File: src/scratch_mem_pkg.sv
// shared sizes and Wishbone request/response types for the scratch memory and its testbench
package scratch_mem_pkg;

  // memory geometry
  localparam int ram_depth = 256;
  localparam int addr_w    = 8;
  localparam int data_w    = 32;
  localparam int sel_w     = data_w / 8;  // one select bit per byte lane

  // master to slave, Wishbone classic
  typedef struct packed {
    logic              cyc;  // bus cycle in progress
    logic              stb;  // transfer strobe
    logic              we;   // 1 = write, 0 = read
    logic [addr_w-1:0] adr;  // word address
    logic [data_w-1:0] dat;  // write data
    logic [sel_w-1:0]  sel;  // byte lane selects
  } wb_req_t;

  // slave to master
  typedef struct packed {
    logic              ack;  // transfer done
    logic              err;  // transfer refused
    logic [data_w-1:0] dat;  // read data, zero when not valid
  } wb_rsp_t;

endpackage
File: src/wb_read_port.sv
// Wishbone classic slave that fetches words from the RAM and refuses write cycles with err
module wb_read_port (
  input  logic                               clk,
  input  logic                               rst_n,
  input  scratch_mem_pkg::wb_req_t           wb_req,
  output scratch_mem_pkg::wb_rsp_t           wb_rsp,
  output logic                               rd_en,
  output logic [scratch_mem_pkg::addr_w-1:0] rd_addr,
  input  logic [scratch_mem_pkg::data_w-1:0] rd_data
);

  import scratch_mem_pkg::*;

  logic              ack_q;
  logic              err_q;
  logic              new_xfer;
  logic [data_w-1:0] rsp_dat;

  assign new_xfer = wb_req.cyc & wb_req.stb & ~ack_q & ~err_q;

  // address only loads for a real read, a refused write leaves it alone
  assign rd_en   = new_xfer & ~wb_req.we;
  assign rd_addr = wb_req.adr;

  always_ff @(posedge clk) begin
    if (!rst_n) begin
      ack_q <= 1'b0;
      err_q <= 1'b0;
    end else begin
      ack_q <= new_xfer & ~wb_req.we;
      err_q <= new_xfer & wb_req.we;
    end
  end

  // RAM output follows the registered address, valid in the ack cycle
  assign rsp_dat = ack_q ? rd_data : '0;

  assign wb_rsp.ack = ack_q;
  assign wb_rsp.err = err_q;
  assign wb_rsp.dat = rsp_dat;

  // the master drops stb after each response before it starts again
  a_stb_dropped : assert property (
    @(posedge clk) disable iff (!rst_n)
    (ack_q || err_q) |=> !wb_req.stb
  ) else $error("wb_read_port: stb still high in the cycle after the response");

endmodule

File: config.mk
export PLATFORM = sky130hd
export DESIGN_NAME = wb_read_port
export DESIGN_NICKNAME = d
export VERILOG_FILES = /design/src/scratch_mem_pkg.sv /design/src/wb_read_port.sv
export SDC_FILE = /design/constraint.sdc
export NUM_CORES = 1
export LEC_CHECK = 0
export ABC_AREA = 1
export BUFFER_PORTS_ARGS = -buffer_cell sky130_fd_sc_hd__buf_2
export CORE_ASPECT_RATIO = 1.5
export CORE_MARGIN = 4
export CORE_UTILIZATION = 20
export DETAILED_ROUTE_END_ITERATION = 8
export HOLD_SLACK_MARGIN = 0.03
export PLACE_DENSITY = 0.8
export SKIP_CTS_REPAIR_TIMING = 1
export SYNTH_ARGS = -nofsm -noshare
export SYNTH_HDL_FRONTEND = slang
export SYNTH_SLANG_ARGS = --single-unit
export TNS_END_PERCENT = 10
File: constraint.sdc
create_clock -name clk -period 1.1 [get_ports clk]
set_clock_uncertainty 0.15 [all_clocks]
set_input_delay 0.165 -clock clk [delete_from_list [all_inputs] [get_ports clk]]
set_output_delay 0.165 -clock clk [all_outputs]
set_load 0.05 [all_outputs]
==> results.md <==
- First-pass GRT wire length: 2320 um
- Initial antenna violation count: 0
- FMAX: 714 MHz
- Final WL: 1960 um
- Global route total overflow: 0
- Vias in the first global route: 577
- Final #Nets: 238
- Setup TNS: -9.38 ns
- Worst-path fanout max: 11
- H-tree levels: 1
- Yosys cell types: 9
- Power Density: 415 nW/um2
- Worst min-delay path class: input port to register
- VDD IR max: 0.418 mV
- Tot GR Track Use: 10.4%
- Synthesized area: 442 um2
- ANT cells: 0
- Post-Synth XOR/XNOR Area: 0%
- IO Count: 124
- DR vias: 689
- Syn Nets: 171
- Largest net degree at the start of global routing: 12
- Largest family of logic cells by synthesized area: buffers and inverters
- Core area: 2080 um2
- CP Capture Type: output port
- WL/cell: 11.1 um
- Synthesized instance count: 90
- Met1 usage: 10.3%
- Critical path startpoint: ack_q$_SDFF_PN0_
- Min-delay src: wb_req[44]
- Clock sinks: 2
- Syn Area/Cell: 4.91 um2
- Initial detailed-routing violation count: 5
- Synth Area in Compound Gates: 0%
- Clock transition at path regs: 0.03 ns
- Post-Synth Adder-Cell Area: 0%
- Port Buffers: 71
- Period utilization: 127%
- Final min period: 1.40 ns
- Critical path class: register to output port
- CTS tree: built
- Clk_lat worst skew: 0.23 ns
- Die span in y: 65.6 um
- Multiplexer area fraction after synthesis: 0%
- Total Power: 0.000534 W
- Setup crit end: wb_rsp[8]
- Worst hold margin: 0.0402 ns
- Clock root cell: clkbuf_4
- GRT Max-Usage Layer: met2
- Relative slew slack: 83.6%
- Path depth of the worst reg2reg path: 3
- Post-synthesis simple-gate area fraction: 35.7%
- Max-Cap Viols: 0
- Most frequent cells in the layout: buf_2, clkinvlp_4, nand2_2
- FILL cells: 180
- Final Hold Vio Count: 0
- Final ANT Viol Nets: 0
- Fraction of layout cells with a size suffix above 1: 92.3%
- Final slew viol count: 0
- Status: complete, but fails checks
- Final setup fails: 34
- RSZ-0062 raised after global routing: yes
- Effective utilization at floorplan: 21.3%
- Die area: 3040 um2
- Synth Register Bits: 2
- CTS Buf Count: 3
- DR vias/cell: 3.89
- Grt met3 use: 4.38%
- GPL Wtd Cong: 0.765
- TritonRoute pass-1 iters: 3
- Post-Route Utilization: 62.0%
- Leak: 0.529 nW
- CP Data Required Time: 0.78 ns
- Worst reg2reg endpoint: ack_q$_SDFF_PN0_
- Reg-to-reg startpoint: ack_q$_SDFF_PN0_
- Synthesis Warnings: 0
- Die W: 46.4 um
- Commonest non-fill, non-tap cell in the layout: buf_2
- Routing usage on met2: 17.1%
- Worst Setup Start Kind: register
- CP arrival: 1.09 ns
- Sequential area share after synthesis: 9.07%
- Setup ws final: -0.302 ns
- Violated checks: setup timing
- CTS Buffer Depth: 2
- DRC Markers: 0
- Actual slew at the worst max-slew pin: 0.248 ns
- Area delta synth->final: 192%
- R2r setup slk: 0.20 ns
- Rows: 20
-- synthesized netlist by cell type --
cell / instances / area (um2)
buf_4: 13 / 97.6
buf_6: 1 / 11.3
dfxtp_1: 2 / 40.0
inv_1: 36 / 135
nand2_1: 33 / 124
nand3_1: 1 / 5.00
nand3_2: 1 / 10.0
nor2_1: 2 / 7.51
nor2_4: 1 / 11.3
-- where the power goes --
| group | switching [W] | total [W] | internal (W) |
|---|---|---|---|
| clock | 0.0000457 | 0.000166 | 0.000121 |
| combinational | 0.000164 | 0.000290 | 0.000126 |
| sequential | 0.00000455 | 0.0000782 | 0.0000737 |
-- per-layer routing --
metal,share of wire (%),wire (um)
met3,17,325
met4,1.0,20
met5,0,0
met2,52,1020
met1,30,594
-- per-stage QoR --
stage               std cells  setup WS (ns)  area, um2
finish                    177         -0.302       1290
CTS                       176         -0.445        986
global route              177         -0.346       1290
detailed placement        173         -0.201        963
floorplan                  90        -0.0825        644
global placement          173         -0.190        963
-- cell type report --
type | instances | area (um2) | area share (%)
Clock buffer | 3 | 22.5 | 1.75
Inverter | 36 | 251 | 19.5
Multi-Input combinational cell | 38 | 240 | 18.7
Sequential cell | 2 | 45.0 | 3.50
Tap cell | 22 | 27.5 | 2.14
Timing Repair Buffer | 76 | 701 | 54.4
-- state kept, by name, summed over array words and instances (netlist names) --
signal,count
ack_q,1
err_q,1
-- worst min-delay path by stage --
stage / endpoint / slack [ns] / depth (start not counted)
6_report: err_q$_SDFF_PN0_ / 0.04 / 3
5_1_grt: err_q$_SDFF_PN0_ / 0.03 / 3
4_1_cts: err_q$_SDFF_PN0_ / 0.01 / 3
3_5_place_dp: rd_addr[6] / 0.18 / 0
3_3_place_gp: rd_addr[6] / 0.18 / 0
2_1_floorplan: err_q$_SDFF_PN0_ / 0.15 / 2
-- cells by family (layout without fill, tap and decap cells) --
logic type | count (synthesis) | in the layout
buffers and inverters | 50 | 115
DFF | 2 | 2
and+or+nand+nor | 38 | 38
-- worst max-delay path, cell delays in order (launching register included) --
cell	delay (ns)
dfxtp_4	0.41
buf_12	0.16
nand2_2	0.08
clkinvlp_4	0.07
buf_6	0.14
Power figures use the tool's default switching activity.
